--- src/obj_pkg.sv ---
package obj_pkg;

    // One sprite entry, four bytes in table order
    typedef struct packed {
        // Bit 7 vflip, bit 6 hflip, bit 5 code msb, bits 3..0 palette
        logic [7:0] attr;
        // Stored inverted
        logic [7:0] ypos;
        logic [7:0] code;
        logic [7:0] xpos;
    } obj_entry_t;

    // Scanner to drawer request
    typedef struct packed {
        logic [8:0] code;
        logic [7:0] xpos;
        logic [3:0] pal;
        logic       hflip;
        logic       vflip;
        // Row inside the 16-line sprite
        logic [3:0] ysub;
    } draw_req_t;

    // Drawer to line buffer pixel write
    typedef struct packed {
        logic [7:0] addr;
        logic [3:0] color;
        logic       we;
    } pix_wr_t;

    typedef enum logic [2:0] {
        SC_IDLE, SC_SCROLL_LO, SC_SCROLL_HI, SC_ATTR,
        SC_YPOS, SC_CODE, SC_XPOS, SC_WAIT
    } scan_state_e;

    typedef enum logic [1:0] {
        DR_IDLE, DR_FETCH, DR_PLOT
    } draw_state_e;

    // Entries walked per raster line
    localparam int DEF_MAX_OBJ = 24;
    // Horizontal pixel offset of the line buffer writes
    localparam logic [7:0] DEF_HOFFSET = 8'd6;

endpackage
--- src/obj_scan.sv ---
module obj_scan #(
    parameter int MAX_OBJ = obj_pkg::DEF_MAX_OBJ
) (
    input  logic                clk,
    input  logic                rst,
    // Video timing
    input  logic                hinit,
    input  logic [8:0]          vdump,
    input  logic                flip,
    // Object table scan port
    output logic [9:0]          scan_addr,
    input  logic [7:0]          scan_data,
    // Row scroll
    output logic [7:0]          hpos,
    output logic                scroll_we,
    // Drawer
    output obj_pkg::draw_req_t  req,
    output logic                draw,
    input  logic                busy
);

    import obj_pkg::*;

    // First entry visited on each line
    localparam logic [7:0] LAST_IDX = 8'(MAX_OBJ - 1);

    scan_state_e st;
    obj_entry_t  ent;
    logic        cen2;
    logic        hinit_x;
    logic [3:0]  ysub;
    logic        in_zone;
    logic [7:0]  vdf;
    logic [7:0]  line_nx;
    logic [7:0]  ydiff;

    // Scroll rows follow the current line, sprites the next one
    assign vdf     = vdump[7:0] ^ {8{flip}};
    assign line_nx = (vdump[7:0] + 8'd1) ^ {8{flip}};
    // Distance from the sprite top, ypos holds the inverted top line
    assign ydiff   = line_nx - ~ent.ypos;

    // Half rate step enable
    // hinit is held until the next step sees it
    always_ff @(posedge clk or posedge rst) begin
        if (rst) begin
            cen2    <= 1'b0;
            hinit_x <= 1'b0;
        end else begin
            cen2 <= ~cen2;
            if (hinit) begin
                hinit_x <= 1'b1;
            end else if (cen2) begin
                hinit_x <= 1'b0;
            end
        end
    end

    always_ff @(posedge clk or posedge rst) begin
        if (rst) begin
            st        <= SC_IDLE;
            scan_addr <= 10'd0;
            hpos      <= 8'd0;
            scroll_we <= 1'b0;
            draw      <= 1'b0;
            ent       <= '0;
            ysub      <= 4'd0;
            in_zone   <= 1'b0;
        end else begin
            // Strobes last a single clock
            scroll_we <= 1'b0;
            draw      <= 1'b0;
            if (cen2) begin
                case (st)
                    SC_IDLE: begin
                        if (hinit_x) begin
                            // Row scroll word at 0x80 + 2*(v/8)
                            scan_addr <= 10'h080 + {4'd0, vdf[7:3], 1'b0};
                            st        <= SC_SCROLL_LO;
                        end
                    end
                    SC_SCROLL_LO: begin
                        hpos[6:0]    <= scan_data[7:1];
                        scan_addr[0] <= 1'b1;
                        st           <= SC_SCROLL_HI;
                    end
                    SC_SCROLL_HI: begin
                        // Only bit 0 of the upper byte matters
                        hpos[7]   <= scan_data[0];
                        scroll_we <= 1'b1;
                        scan_addr <= {LAST_IDX, 2'b00};
                        st        <= SC_ATTR;
                    end
                    SC_ATTR: begin
                        ent.attr       <= scan_data;
                        scan_addr[1:0] <= 2'd1;
                        st             <= SC_YPOS;
                    end
                    SC_YPOS: begin
                        ent.ypos       <= scan_data;
                        scan_addr[1:0] <= 2'd2;
                        st             <= SC_CODE;
                    end
                    SC_CODE: begin
                        ent.code       <= scan_data;
                        // In zone when the next line is within 16 rows of the top
                        in_zone        <= ydiff[7:4] == 4'd0;
                        ysub           <= ydiff[3:0];
                        scan_addr[1:0] <= 2'd3;
                        st             <= SC_XPOS;
                    end
                    SC_XPOS: begin
                        // Hold here while the previous sprite is still drawn
                        if (!in_zone || !busy) begin
                            ent.xpos  <= scan_data;
                            draw      <= in_zone;
                            scan_addr <= {scan_addr[9:2] - 8'd1, 2'b00};
                            st        <= SC_WAIT;
                        end
                    end
                    SC_WAIT: begin
                        // busy rises during this step
                        // Index wrapped past 0 means the table is done
                        st <= (scan_addr[9:2] == 8'hff) ? SC_IDLE : SC_ATTR;
                    end
                    default: st <= SC_IDLE;
                endcase
            end
        end
    end

    // Request fields straight from the latched entry
    always_comb begin
        req.code  = {ent.attr[5], ent.code};
        req.xpos  = ent.xpos;
        req.pal   = ent.attr[3:0];
        req.hflip = ent.attr[6];
        req.vflip = ent.attr[7];
        req.ysub  = ysub;
    end

endmodule

--- config.mk ---
export PLATFORM = sky130hd
export DESIGN_NAME = obj_scan
export DESIGN_NICKNAME = d
export VERILOG_FILES = /design/src/obj_pkg.sv /design/src/obj_scan.sv
export SDC_FILE = /design/constraint.sdc
export NUM_CORES = 1
export LEC_CHECK = 0
export BUFFER_PORTS_ARGS = -buffer_cell sky130_fd_sc_hd__buf_4
export CORE_ASPECT_RATIO = 0.6
export CORE_MARGIN = 8
export CORE_UTILIZATION = 39
export CTS_CLUSTER_DIAMETER = 200
export CTS_CLUSTER_SIZE = 40
export DETAILED_ROUTE_END_ITERATION = 10
export PLACE_DENSITY_LB_ADDON = 0.15
export SKIP_CTS_REPAIR_TIMING = 1
export SYNTH_ARGS = -nofsm -noshare
export SYNTH_HDL_FRONTEND = slang
export SYNTH_SLANG_ARGS = --single-unit
--- constraint.sdc ---
create_clock -name clk -period 2.3 [get_ports clk]
set_input_delay 0.345 -clock clk [delete_from_list [all_inputs] [get_ports clk]]
set_output_delay 0.345 -clock clk [all_outputs]
set_load 0.01 [all_outputs]
Word-level counts from Yosys, hierarchy flattened
Cells that the tools add are included.
{"block": "classes", "add_sub_neg": 4, "eq_ne": 10, "n_mux": 16, "bitwise": 4, "reduce_logical": 23}
{"op": "$pmux W3 S8", "n": 1}
{"op": "$pmux W8 S3", "n": 1}
{"op": "$mux W10", "n": 2}
{"op": "$xor A8 B8 Y8", "n": 2}
{"op": "$eq A3 B3 Y1 const B", "n": 4}
{"op": "$reduce_and A4 Y1", "n": 3}
{"op": "$reduce_and A2 Y1", "n": 5}
{"op": "$add A8 B6 Y9 const A", "n": 1}
{"op": "$add A8 B1 Y8 const B", "n": 1}
{"op": "$eq A8 B8 Y1 const B", "n": 1}
{"op": "$not A8 Y8", "n": 1}
{"op": "$pmux W1 S4", "n": 2}
{"op": "$reduce_bool A4 Y1", "n": 2}
{"op": "$sub A8 B1 Y8 const B", "n": 1}
{"op": "$sub A8 B8 Y8", "n": 1}
{"op": "$mux W1", "n": 7}
{"op": "$eq A3 B2 Y1 const B", "n": 2}
{"op": "$mux W3", "n": 2}
{"op": "$reduce_and A3 Y1", "n": 2}
{"op": "$reduce_or A2 Y1", "n": 3}
{"op": "$logic_not A4 Y1", "n": 1}
{"op": "$ne A2 B2 Y1 const B", "n": 2}
{"op": "$eq A3 B1 Y1 const B", "n": 1}
{"op": "$logic_not A3 Y1", "n": 1}
{"op": "other kinds (7)", "n": 8}
{"block": "totals", "ff_bits": 62, "inputBits": 22, "out_inout_bits": 47, "elab_cells": 73}

Logic depth before layout (Yosys ltp)
{"block": "logic_depth", "ltp_word": 5, "depth_mapped": 10, "ltp_nobuf": 10}

Worst setup path before layout
OpenSTA, ideal clock, no wires.
{"block": "synth_timing", "kind": "input -> register", "from": "in flip", "to": "reg in_zone", "arrival_time_ps": 1960, "t_required_ps": 2190, "slack_ps": 230, "stages": 9, "n_path_buf": 1, "cell_sequence": "buf_4 xnor2_1 xor2_1 ha_1 a211oi_1 a21oi_1 nor2_1 xnor2_1 o41ai_1"}
{"block": "synth_via", "elab_chain_cells": 3}
{"item": "from (decl)", "line": "obj_scan.sv:9", "source": "input logic flip,"}
{"item": "$xor A8 B8 Y8", "line": "obj_scan.sv:39", "source": "assign line_nx = (vdump[7:0] + 8'd1) ^ {8{flip}};"}
{"item": "$sub A8 B8 Y8", "line": "obj_scan.sv:41", "source": "assign ydiff = line_nx - ~ent.ypos;"}
{"item": "$logic_not A4 Y1", "line": "obj_scan.sv:107", "source": "in_zone <= ydiff[7:4] == 4'd0;"}
{"item": "to (signal assigned)", "line": "obj_scan.sv:68", "source": "in_zone <= 1'b0;"}
{"item": "to (signal assigned)", "line": "obj_scan.sv:107"}
{"item": "to (decl)", "line": "obj_scan.sv:32", "source": "logic in_zone;"}
Every way passes these cells.
A chain may end at the register's enable or synchronous reset.

Worst setup path in the final report
Same ends and word-level chain as after synthesis.

==> impl_metrics.py <==
metrics = {
    "outcome": {
        "outcome": "completed",
    },
    "timing": {
        "fin_crit_sh_pct": 90.3,
        "slew_violations": 0,
        "setup_ws_ns": 0.224,
        "rsz0062_at_grt": "false",
        "setup_violations": 0,
        "timing.final.hold_violations": 0,
        "skew_ns": 0.00660,
        "period_needed_ns": 2.08,
        "tightest_slew_ns": 0.570,
        "slew_headroom_pct": 62.0,
        "max_freq_ghz": 0.482,
    },
    "synthesis": {
        "ys_async_sr_fraction_pct": 100,
        "syn_area_um2": 3280,
        "ys_seq_elements": 61,
        "syn-num-nets": 327,
        "yosysWarnings": 0,
        "yosys.cell_types.count": 48,
        "synth-edff-count": 0,
        "syn_area_per_cell_um2": 11.3,
        "ys_seq_area_share_pct": 46.5,
        "synth_flop_cell": "dfrtp_1",
        "netlist_instances": 291,
    },
    "power": {
        "p_per_area_nw_per_um2": 1490,
        "p_leak_nw": 1.86,
        "finalPower_mw": 6.14,
        "irDropWorstVdd_v": 0.000737,
    },
    "finish": {
        "nets": 386,
        "final_common_cell": "buf_4",
        "antenna_cells": 0,
        "area_growth_pct": 25.8,
        "regArea_um2": 1530,
        "mostFrequentLayoutCells": "buf_4 (80), dfrtp_1 (61), mux2_2 (41)",
        "drive_gt1_share_pct": 41.4,
        "multi_input_area_um2": 1510,
        "n_fill_cell": 792,
    },
    "critical_path": {
        "worst-r2r-setup-slack_ns": 0.29,
        "critPathKind": "input pin to flip-flop",
        "critPathLaunchType": "input pin",
        "crit_path_end_kind": "flip-flop",
        "cp_data_arrival_time_ns": 2.29,
        "crit_required_ns": 2.51,
        "timing.critical_path.fanout_max": 7,
        "rr_worst_depth": 8,
        "r2r-start": "ent[16]",
        "r2r_end": "in_zone",
    },
    "routing": {
        "drtIter0Drc": 159,
        "vias": 2309,
        "routed_wl_um": 7460,
        "antenna_left": 0,
        "drcViolationCount": 0,
        "firstDrtPassIters": 4,
        "wire_per_inst_um": 16.0,
        "vias_per_cell": 4.94,
    },
    "flow_run": {
        "maxCapViolations": 0,
    },
    "global_routing": {
        "grt_overflow_total": 0,
        "grt_pass1_wl_um": 12300,
        "grtUsageTotal_pct": 13.5,
        "grt_max_degree": 36,
        "grt_pass1_vias": 2391,
        "antenna_found_initial": 0,
    },
    "cts": {
        "htree_levels": 3,
        "clk_pin_slew_ns": 0.05,
        "cts_sinks": 61,
        "clockBufferDepth": 2,
        "cts-root-buf": "clkbuf_16",
        "clk_latency_ns": 0.33,
        "cts_tree": "built",
        "cts_buffers": 9,
    },
    "die": {
        "core_area_um2": 8330,
        "rows": 26,
        "die_y_um": 87.1,
        "boundaryPins": 69,
        "start_util_pct": 39.4,
        "dieArea_um2": 11700,
        "die_w_um": 134,
    },
    "place": {
        "place_congestion": 0.821,
        "io_buffers": 67,
        "post-place-ws_ns": -0.0461,
        "dpl.hpwl_um": 5670,
    },
    "min_path": {
        "hold_path.class": "input pin to async pin",
    },
}
-- worst max-delay path, cell delays in order --
cell	delay [ns]
buf_4	0.15
xnor2_1	0.25
xor2_1	0.29
ha_1	0.32
a211oi_1	0.26
a21oi_1	0.11
nor2_1	0.12
xnor2_1	0.08
o41ai_1	0.36
-- power breakdown --
part | internal, mW | total [mW] | switching (mW)
combinational | 1.49 | 2.74 | 1.25
sequential | 1.58 | 2.03 | 0.445
clock | 0.896 | 1.38 | 0.480
total | 3.97 | 6.14 | 2.17
-- logic make-up (layout without fill, tap and decap cells) --
family          after synthesis  in the layout  share of synthesized area [%]
simple gates                 69             69                           11.8
flops                        61             61                           46.5
compound gates               43             43                           8.08
mux                          41             41                           14.1
buf+inv                      40            104                           7.66
xor+xnor                     23             23                           6.36
fa+ha+maj                    14             14                           5.56
-- Yosys cell counts (2+ instances only) --
library cell  count  area share [%]
xor2_1            7             1.9
nand2_1          16             1.8
a21oi_1          14             2.1
ha_1             13             5.0
mux2_2           41              14
buf_4            24             5.5
nor2b_1           3            0.57
xnor2_1          15             4.0
clkbuf_1          4            0.46
inv_1             6            0.69
nand2b_1          4            0.76
o21ai_0          13             2.0
and3_1            4            0.76
nor4_4            2             1.3
nor2_1           18             2.1
buf_2             3            0.46
nor3_1            4            0.61
dfrtp_1          61              46
o21a_1            2            0.46
nand3_1           8             1.2
a31oi_1           2            0.38
-- flip-flops by register name (all words and copies together) (netlist names) --
name,count
ent,8
hinit_x,1
hpos,8
ysub,4
req,23
in_zone,1
scroll_we,1
cen2,1
scan_addr,10
st,3
draw,1
-- final cells by class --
class,instances,area share (%)
clock buffers,11,6.12
clock inverters,5,1.42
inverters,7,0.636
multi-input cells,190,36.4
flip-flops and latches,61,37.0
well taps,112,3.39
repair buffers,81,15.0
-- worst max path at each step --
stage,from,end
after CTS,flip,in_zone
after detailed placement,vdump[0],in_zone
final,flip,in_zone
after global routing,vdump[0],in_zone
after global placement,vdump[0],in_zone
after floorplan,flip,in_zone
-- per-stage QoR --
| stage | cell area [um^2] | util [%] | setup TNS (ns) | hold WS [ns] | instances |
|---|---|---|---|---|---|
| floorplan | 3280 | - | 0 | 0.415 | 291 |
| global placement | 3820 | 45.9 | -0.0614 | 0.456 | 451 |
| global route | 4130 | 49.6 | 0 | 0.128 | 467 |
| detailed placement | 3820 | 45.9 | -0.0461 | 0.446 | 451 |
| finish | 4130 | 49.6 | 0 | 0.0793 | 467 |
| CTS | 4130 | 49.6 | 0 | 0.0953 | 467 |
-- routing by layer --
| layer | vias up | wire length (um) | global-route usage (%) | share of wire, % |
|---|---|---|---|---|
| li1 | 1123 | - | - | - |
| met1 | 1123 | 3970 | 19.0 | 53 |
| met2 | 59 | 2810 | 17.3 | 38 |
| met3 | 4 | 644 | 6.85 | 8.6 |
| met4 | 0 | 38 | 3.95 | 0.51 |
| met5 | - | 0 | 0 | 0 |
Power figures use the tool's default switching activity.
