`src/obj_pkg.sv`:
```
package obj_pkg;

    // One sprite entry, four bytes in table order
    typedef struct packed {
        // Bit 7 vflip, bit 6 hflip, bit 5 code msb, bits 3..0 palette
        logic [7:0] attr;
        // Stored inverted
        logic [7:0] ypos;
        logic [7:0] code;
        logic [7:0] xpos;
    } obj_entry_t;

    // Scanner to drawer request
    typedef struct packed {
        logic [8:0] code;
        logic [7:0] xpos;
        logic [3:0] pal;
        logic       hflip;
        logic       vflip;
        // Row inside the 16-line sprite
        logic [3:0] ysub;
    } draw_req_t;

    // Drawer to line buffer pixel write
    typedef struct packed {
        logic [7:0] addr;
        logic [3:0] color;
        logic       we;
    } pix_wr_t;

    typedef enum logic [2:0] {
        SC_IDLE, SC_SCROLL_LO, SC_SCROLL_HI, SC_ATTR,
        SC_YPOS, SC_CODE, SC_XPOS, SC_WAIT
    } scan_state_e;

    typedef enum logic [1:0] {
        DR_IDLE, DR_FETCH, DR_PLOT
    } draw_state_e;

    // Entries walked per raster line
    localparam int DEF_MAX_OBJ = 24;
    // Horizontal pixel offset of the line buffer writes
    localparam logic [7:0] DEF_HOFFSET = 8'd6;

endpackage
```
`src/obj_draw.sv`:
```
module obj_draw #(
    parameter logic [7:0] HOFFSET = obj_pkg::DEF_HOFFSET
) (
    input  logic                clk,
    input  logic                rst,
    // Scanner
    input  obj_pkg::draw_req_t  req,
    input  logic                draw,
    output logic                busy,
    // Graphics ROM
    output logic [13:0]         rom_addr,
    output logic                rom_cs,
    input  logic [31:0]         rom_data,
    input  logic                rom_ok,
    // Palette PROM load
    input  logic [7:0]          prog_addr,
    input  logic [3:0]          prog_data,
    input  logic                prog_en,
    // Line buffer
    output obj_pkg::pix_wr_t    wr
);

    import obj_pkg::*;

    draw_state_e st;
    draw_req_t   r;
    logic [3:0]  prom [0:255];
    logic [31:0] pix;
    logic [3:0]  cnt;
    logic [13:0] iss_addr;
    logic [3:0]  yrow;
    logic [2:0]  px;
    logic [3:0]  nib;
    logic [3:0]  pal_px;

    // Palette PROM, loaded by the host
    always_ff @(posedge clk) begin
        if (prog_en) begin
            prom[prog_addr] <= prog_data;
        end
    end

    // Vertical flip reads the row from the bottom
    assign yrow = r.vflip ? ~r.ysub : r.ysub;

    // cnt[3] is the screen half, hflip swaps which ROM half it uses
    assign rom_addr = {r.code, yrow, cnt[3] ^ r.hflip};
    assign rom_cs   = st == DR_FETCH;

    // Pixel order inside a half is reversed by hflip
    assign px     = cnt[2:0] ^ {3{r.hflip}};
    assign nib    = pix[{px, 2'b00} +: 4];
    assign pal_px = prom[{r.pal, nib}];

    always_ff @(posedge clk or posedge rst) begin
        if (rst) begin
            st       <= DR_IDLE;
            busy     <= 1'b0;
            cnt      <= 4'd0;
            r        <= '0;
            pix      <= 32'd0;
            iss_addr <= 14'd0;
            wr       <= '0;
        end else begin
            // Address seen by the ROM on the previous cycle
            iss_addr <= rom_addr;
            wr.we    <= 1'b0;
            case (st)
                DR_IDLE: begin
                    if (draw) begin
                        r    <= req;
                        busy <= 1'b1;
                        cnt  <= 4'd0;
                        st   <= DR_FETCH;
                    end
                end
                DR_FETCH: begin
                    // rom_ok only counts once the ROM has seen this address
                    if (rom_cs && rom_ok && rom_addr == iss_addr) begin
                        pix <= rom_data;
                        st  <= DR_PLOT;
                    end
                end
                DR_PLOT: begin
                    wr.addr  <= r.xpos + {4'd0, cnt} + HOFFSET;
                    wr.color <= pal_px;
                    // Colour 0 is transparent
                    wr.we    <= pal_px != 4'd0;
                    cnt      <= cnt + 4'd1;
                    if (cnt[2:0] == 3'd7) begin
                        if (cnt[3]) begin
                            busy <= 1'b0;
                            st   <= DR_IDLE;
                        end else begin
                            // Second half of the row
                            st <= DR_FETCH;
                        end
                    end
                end
                default: st <= DR_IDLE;
            endcase
        end
    end

endmodule

```
`config.mk`:
```
export PLATFORM = sky130hd
export DESIGN_NAME = obj_draw
export DESIGN_NICKNAME = d
export VERILOG_FILES = /design/src/obj_pkg.sv /design/src/obj_draw.sv
export SDC_FILE = /design/constraint.sdc
export NUM_CORES = 2
export LEC_CHECK = 0
export ABC_CLOCK_PERIOD_IN_PS = 9750
export BUFFER_PORTS_ARGS = -buffer_cell sky130_fd_sc_hd__buf_2
export CORE_UTILIZATION = 55
export DETAILED_ROUTE_END_ITERATION = 10
export PLACE_DENSITY_LB_ADDON = 0.05
export SYNTH_ARGS = -nofsm -noshare
export SYNTH_HDL_FRONTEND = slang
export SYNTH_SLANG_ARGS = --single-unit
export TNS_END_PERCENT = 50
```
`constraint.sdc`:
```
create_clock -name clk -period 9.75 [get_ports clk]
set_input_delay 2.925 -clock clk [delete_from_list [all_inputs] [get_ports clk]]
set_output_delay 2.925 -clock clk [all_outputs]
set_load 0.02 [all_outputs]
```
# Yosys cells after proc, flatten, opt, wreduce, memory -nomap -nowiden
# Memories as Yosys holds them, arrays and structs flattened.
# Index checks and enable logic that the tools add are counted.
[op_classes]
mux = 15
reduce_logical = 10
n_bitwise = 3
add_sub_neg = 3
shifts = 1
n_eq_ne = 8
[op_table]
columns = ["operator", "n"]
rows = [
  ["indexed part select 32 x 6 -> 4 bit", 1],
  ["== test 14 bit", 1],
  ["adder 8 x 3 -> 8 bit, second input constant", 1],
  ["adder 8 x 4 -> 8 bit", 1],
  ["two-way mux 4 bit", 2],
  ["one-hot mux 4 bit (2 select lines)", 1],
  ["two-way mux 1 bit", 7],
  ["two-way mux 2 bit", 3],
  ["inequality test 2 bit, second input constant", 3],
  ["one-hot mux 2 bit (3 select lines)", 1],
  ["AND reduction 2 bit", 3],
  ["adder 4 x 1 -> 4 bit, second input constant", 1],
  ["inverter 4 bit", 1],
  ["AND reduction 4 bit", 1],
  ["nonzero test 4 bit", 1],
  ["== test 3 bit, second input constant", 1],
  ["AND reduction 3 bit", 1],
  ["XOR 3 bit", 1],
  ["== test 2 x 1 -> 1 bit, second input constant", 1],
  ["== test 2 bit, second input constant", 1],
  ["logical AND 1 bit", 2],
  ["zero test 2 bit", 1],
  ["inequality test 2 x 1 -> 1 bit, second input constant", 1],
  ["one-hot mux 1 bit (2 select lines)", 1],
  ["other kinds (2)", 2],
]
[word_totals]
elab_cells = 55
ff_bits = 93
ramBits = 1024
mem_count = 1
in_bits = 76
[mem_list]
columns = ["memory", "words", "word_bits", "rd", "rd_clocked_by_memory_dff", "wr", "line_no", "source"]
rows = [
  ["prom", 256, 4, 1, 0, 1, "obj_draw.sv:27", "logic [3:0] prom [0:255];"],
]

# Logic depth before layout (Yosys ltp)
[depth]
depth_word = 6
depth_mapped = 19
mapped_depth_nobuf = 12

# Worst setup path before layout
# Ideal clock, no wire load.
[synth_path]
path_kind = "input -> register"
from = "input prog_addr[3]"
to = "memory prom[235][0] (enable)"
n_path_buf = 3
arrival_time_ps = 4205
stages = 6
t_required_ps = 9420
slack_ps = 5215
path_cell_list = "clkbuf_1 nor2b_1 clkbuf_1 nand4_1 clkbuf_1 nor2_1"
[synth_lines]
columns = ["element", "line_no", "source"]
rows = [
  ["start: declaration", "obj_draw.sv:16", "input logic [7:0] prog_addr,"],
  ["end: declaration", "obj_draw.sv:27", ""],
]
# Straight into the memory's write port.

# Worst setup path in the final report
[layout_path]
from = "register cnt[1]"
to = "register wr[0] (netlist name)"
[layout_via]
elab_chain_cells = 5
[layout_rtl]
columns = ["element", "line_no", "source"]
rows = [
  ["start: declaration", "obj_draw.sv:29", "logic [3:0] cnt;"],
  ["start signal: assignment", "obj_draw.sv:89", "cnt <= cnt + 4'd1;"],
  ["XOR 3 bit", "obj_draw.sv:51", "assign px = cnt[2:0] ^ {3{r.hflip}};"],
  ["indexed part select 32 x 6 -> 4 bit", "obj_draw.sv:52", "assign nib = pix[{px, 2'b00} +: 4];"],
  ["memory (256 x 4 bit)", "--", ""],
  ["nonzero test 4 bit", "obj_draw.sv:88", "wr.we <= pal_px != 4'd0;"],
  ["two-way mux 1 bit", "obj_draw.sv:68", "case (st)"],
  ["end: declaration", "obj_draw.sv:20", "output obj_pkg::pix_wr_t wr"],
]
# Every way passes these cells.
# A chain may end at the register's enable or synchronous reset.

==> impl_table.tex <==
\begin{tabular}{lr}
\hline
Metric & Value \\
\hline
\multicolumn{2}{l}{\textbf{Worst setup path}} \\
\quad Dominant cell type by count on the critical path & sky130\_fd\_sc\_hd\_\_buf\_4 \\
\quad CP required & 10.35 ns \\
\quad Launching element type of the critical path & flop \\
\quad Dominant delay contributor by cell family on the critical path & compound AO/OA/AOI/OAI gates \\
\quad Critical-path cell with the highest stage delay & sky130\_fd\_sc\_hd\_\_buf\_4 \\
\quad CP bufs+invs & 3 \\
\quad Arrival time worst endpoint & 7.00 ns \\
\quad CP Cell Sequence & or3b\_1 -> and2\_4 -> o2111ai\_4 -> buf\_4 -> buf\_4 -> and2\_4 -> buf\_4 -> nand2\_1 -> a31oi\_1 -> o22ai\_1 -> a2111oi\_0 -> o211ai\_1 -> a21oi\_1 -> a21oi\_1 -> a41oi\_2 \\
\quad Critical path's largest stage delay & 0.78 ns \\
\quad Largest driver fanout on the critical path & 71 \\
\quad Critical Setup Path Class & reg2reg \\
\quad Endpoint type of the worst setup path & flop \\
\multicolumn{2}{l}{\textbf{Routing}} \\
\quad Total number of vias & 30200 \\
\quad Number of iterations in the first detailed-routing pass & 6 \\
\quad Via-to-Cell Ratio & 6.27 \\
\quad Wirelength, routed & 129000 um \\
\quad DRC violation total after the first TritonRoute iteration & 3014 \\
\quad DR DRC count & 0 \\
\quad Detail-routed net length per standard cell & 26.8 um \\
\quad Number of routed nets with antenna violations & 0 \\
\multicolumn{2}{l}{\textbf{Yosys}} \\
\quad Combined area of all synthesized cells & 0.0465 mm\^{}2 \\
\quad Count of yosys warnings during synthesis & 0 \\
\quad XOR/XNOR share of the synthesized area & 0.00452 \\
\quad Arithmetic-cell share of the synthesized area counting full adders, half adders and majority gates & 0.00312 \\
\quad Async set-or-reset flop fraction in the synthesized netlist & 0.0833 \\
\quad Cell count after synthesis & 3578 \\
\quad Main combinational cell family by area after synthesis & simple AND/OR/NAND/NOR gates \\
\quad Compound-Gate Fraction of Synth Area & 0.0755 \\
\quad Most used flip-flop cell after synthesis & sky130\_fd\_sc\_hd\_\_edfxtp\_1 \\
\quad Portion of the post-synthesis area used by sequential elements & 0.712 \\
\quad Number of synthesized flops with an enable pin & 1024 \\
\quad Multiplexer share of the synthesized area & 0.0341 \\
\quad Synthesized netlist net count & 3665 \\
\quad Synthesized area divided by synthesized cell count & 13.0 um\^{}2 \\
\quad Total of flip-flops plus latches after synthesis & 1117 \\
\quad Simple-gate area share of the yosys netlist & 0.139 \\
\quad Distinct cell type count after synthesis & 66 \\
\multicolumn{2}{l}{\textbf{Timing}} \\
\quad Final Hold Vio Count & 0 \\
\quad Final total negative setup slack & 0 ns \\
\quad Post-route fraction of the period consumed by the critical path & 0.656 \\
\quad Crit path time final & 6.40 ns \\
\quad Transition at the pin with the smallest max-transition slack & 1.05 ns \\
\quad Setup repair after global routing missed its margin & no \\
\quad Max-slew violation count & 0 \\
\quad Number of failing setup endpoints in the final timing report & 0 \\
\quad Slew headroom & 0.299 \\
\quad F\_max & 156 MHz \\
\quad Layout Skew & 0.0296 ns \\
\multicolumn{2}{l}{\textbf{Clock tree}} \\
\quad Number of H-tree levels & 3 \\
\quad Clk slew on worst S/H paths & 0.06 ns \\
\quad Sink count of the clock tree & 1117 \\
\quad TritonCTS clock tree & yes \\
\quad PostCTS Resize Cnt & 0 \\
\quad Cell at the root of the clock tree & sky130\_fd\_sc\_hd\_\_clkbuf\_16 \\
\quad Insertion delay of the later-clocked pin in the worst-skew pair & 0.69 ns \\
\quad Number of buffers added to fix hold violations after cts & 0 \\
\quad Post CTS Setup Buffer Count & 0 \\
\quad TritonCTS buffer count & 114 \\
\quad Buffers from clock root to sink, at most & 3 \\
\multicolumn{2}{l}{\textbf{Global route}} \\
\quad Largest net degree at the start of global routing & 159 \\
\quad Total global-route track usage & 0.300 \\
\quad Final global-route overflow total & 0 \\
\quad Wire length of the first global-routing pass & 189000 um \\
\quad Number of antenna violations at the first check in global routing & 5 \\
\quad Number of global-route vias before repair & 29100 \\
\multicolumn{2}{l}{\textbf{Min path}} \\
\quad Tightest Hold Check Type & reg2reg \\
\multicolumn{2}{l}{\textbf{Pwr}} \\
\quad Switching Fraction & 0.314 \\
\quad Fraction of power consumed by sequential logic & 0.433 \\
\quad Clock network fraction of design power & 0.339 \\
\quad Leak pwr & 17.6 nW \\
\quad Net Switching & 3.94 mW \\
\quad Pwr/cell area & 245 mW/mm\^{}2 \\
\quad Portion of total power attributed to combinational logic & 0.228 \\
\quad Cell Int Power & 8.58 mW \\
\quad Total power & 12.5 mW \\
\quad Worst IR drop on VDD & 0.166 mV \\
\multicolumn{2}{l}{\textbf{Floorplan}} \\
\quad Cell Rows & 106 \\
\quad Die width & 293 um \\
\quad Total die area & 0.0857 mm\^{}2 \\
\quad Initial standard-cell utilization of the core & 0.555 \\
\quad Number of top-level design ports & 105 \\
\quad Core area & 0.0837 mm\^{}2 \\
\quad Die height & 293 um \\
\multicolumn{2}{l}{\textbf{Place}} \\
\quad Dpl hpwl & 76100 um \\
\quad Final RePlAce weighted congestion & 0.852 \\
\quad \# port buffers & 104 \\
\multicolumn{2}{l}{\textbf{Cells and area}} \\
\quad Number of inserted diodes & 0 \\
\quad Layout cells sized above 1 & 0.116 \\
\quad Nets@finish & 3670 \\
\quad Area Growth Syn to Fin & 10.2\% \\
\multicolumn{2}{l}{\textbf{Status}} \\
\quad Outcome & finished, final reports clean \\
\multicolumn{2}{l}{\textbf{Flow run}} \\
\quad MaxCap Viol Count & 0 \\
\hline
\end{tabular}
==> cell families (layout without fill, tap and decap cells) <==
group / count (synthesis) / after routing
simple gates: 1504 / 1504
flops: 1117 / 1117
compound gates: 488 / 488
buf+inv: 283 / 383
mux: 151 / 151
xor+xnor: 24 / 24
fa+ha+maj: 11 / 11
==> final cells by class <==
class | count | area (um^2)
repair buffers | 161 | 1030
clock buffers | 137 | 2990
well taps | 1134 | 1420
inverters | 11 | 42.5
fillers | 6459 | 32500
multi-input cells | 2178 | 12000
clock inverters | 74 | 633
flip-flops and latches | 1117 | 33100
==> power groups by stage <==
stage / combinational [mW] / sequential (mW) / clock [mW]
after floorplan: 1.91 / 5.47 / 0
after global placement: 2.79 / 5.51 / 0
after detailed placement: 2.82 / 5.52 / 0
after CTS: 2.83 / 5.42 / 4.28
after global routing: 3.03 / 5.43 / 4.47
final: 2.86 / 5.42 / 4.24
==> metal layers <==
layer | GRT usage | routed length, um
met1 | 0.413 | 52100
met2 | 0.493 | 62300
met3 | 0.0392 | 10000
met4 | 0.110 | 4560
met5 | 0 | 59
==> placed cells by master (no fill, tap or decap), types with 32 or more instances in the layout <==
cell / n
sky130_fd_sc_hd__clkbuf_16: 115
sky130_fd_sc_hd__nand2_1: 782
sky130_fd_sc_hd__a21oi_1: 76
sky130_fd_sc_hd__clkinv_2: 32
sky130_fd_sc_hd__nor2_1: 269
sky130_fd_sc_hd__buf_4: 51
sky130_fd_sc_hd__a211oi_1: 88
sky130_fd_sc_hd__dfrtp_1: 93
sky130_fd_sc_hd__and3_1: 98
sky130_fd_sc_hd__mux2i_1: 94
sky130_fd_sc_hd__buf_2: 101
sky130_fd_sc_hd__mux2_2: 57
sky130_fd_sc_hd__nand3_1: 259
sky130_fd_sc_hd__edfxtp_1: 1024
sky130_fd_sc_hd__a31oi_1: 96
==> metrics by stage <==
stage	util	hold WS, ns	setup WS (ns)	std cells	cell area (um^2)
2_1_floorplan	-	0.409	4.40	3578	46500
3_3_place_gp	0.568	0.420	2.84	4600	47600
3_5_place_dp	0.569	0.429	3.48	4601	47600
4_1_cts	0.612	0.441	3.45	4812	51200
5_1_grt	0.612	0.455	3.18	4812	51200
6_report	0.612	0.439	3.35	4812	51200
==> synthesized netlist by cell type, drive strengths merged, types with 29 or more instances <==
cell | count | area (um^2)
a211oi | 88 | 661
mux2i | 94 | 941
a21oi | 76 | 380
o21ai | 38 | 190
dfrtp | 93 | 2330
clkbuf | 105 | 397
nor2 | 274 | 1050
mux2 | 57 | 642
edfxtp | 1024 | 30700
nand2 | 784 | 2940
a311oi | 29 | 254
buf | 167 | 1060
and3 | 98 | 613
nand3 | 265 | 1330
o22ai | 29 | 181
a31oi | 96 | 601
==> final timing paths <==
check | slack [ns] | to | cells after the start | from
worst max-delay path | 3.35 | wr[0] | 15 | cnt[1]
worst min-delay path | 0.44 | iss_addr[6] | 0 | rom_addr[6]
worst max register to register | 3.35 | wr[0] | 15 | cnt[1]
worst min register to register | 0.44 | iss_addr[6] | 0 | rom_addr[6]
max in group asynchronous | 6.24 | wr[1] | 3 | rst
min in group asynchronous | 2.29 | rom_addr[10] | 2 | rst
==> state kept, by name, indices dropped and copies added, names as in the netlist <==
signal / flops
st: 2
iss_addr: 14
pix: 32
prom: 1024
rom_addr: 9
busy: 1
r: 18
cnt: 4
wr: 13
Power figures use the tool's default switching activity.
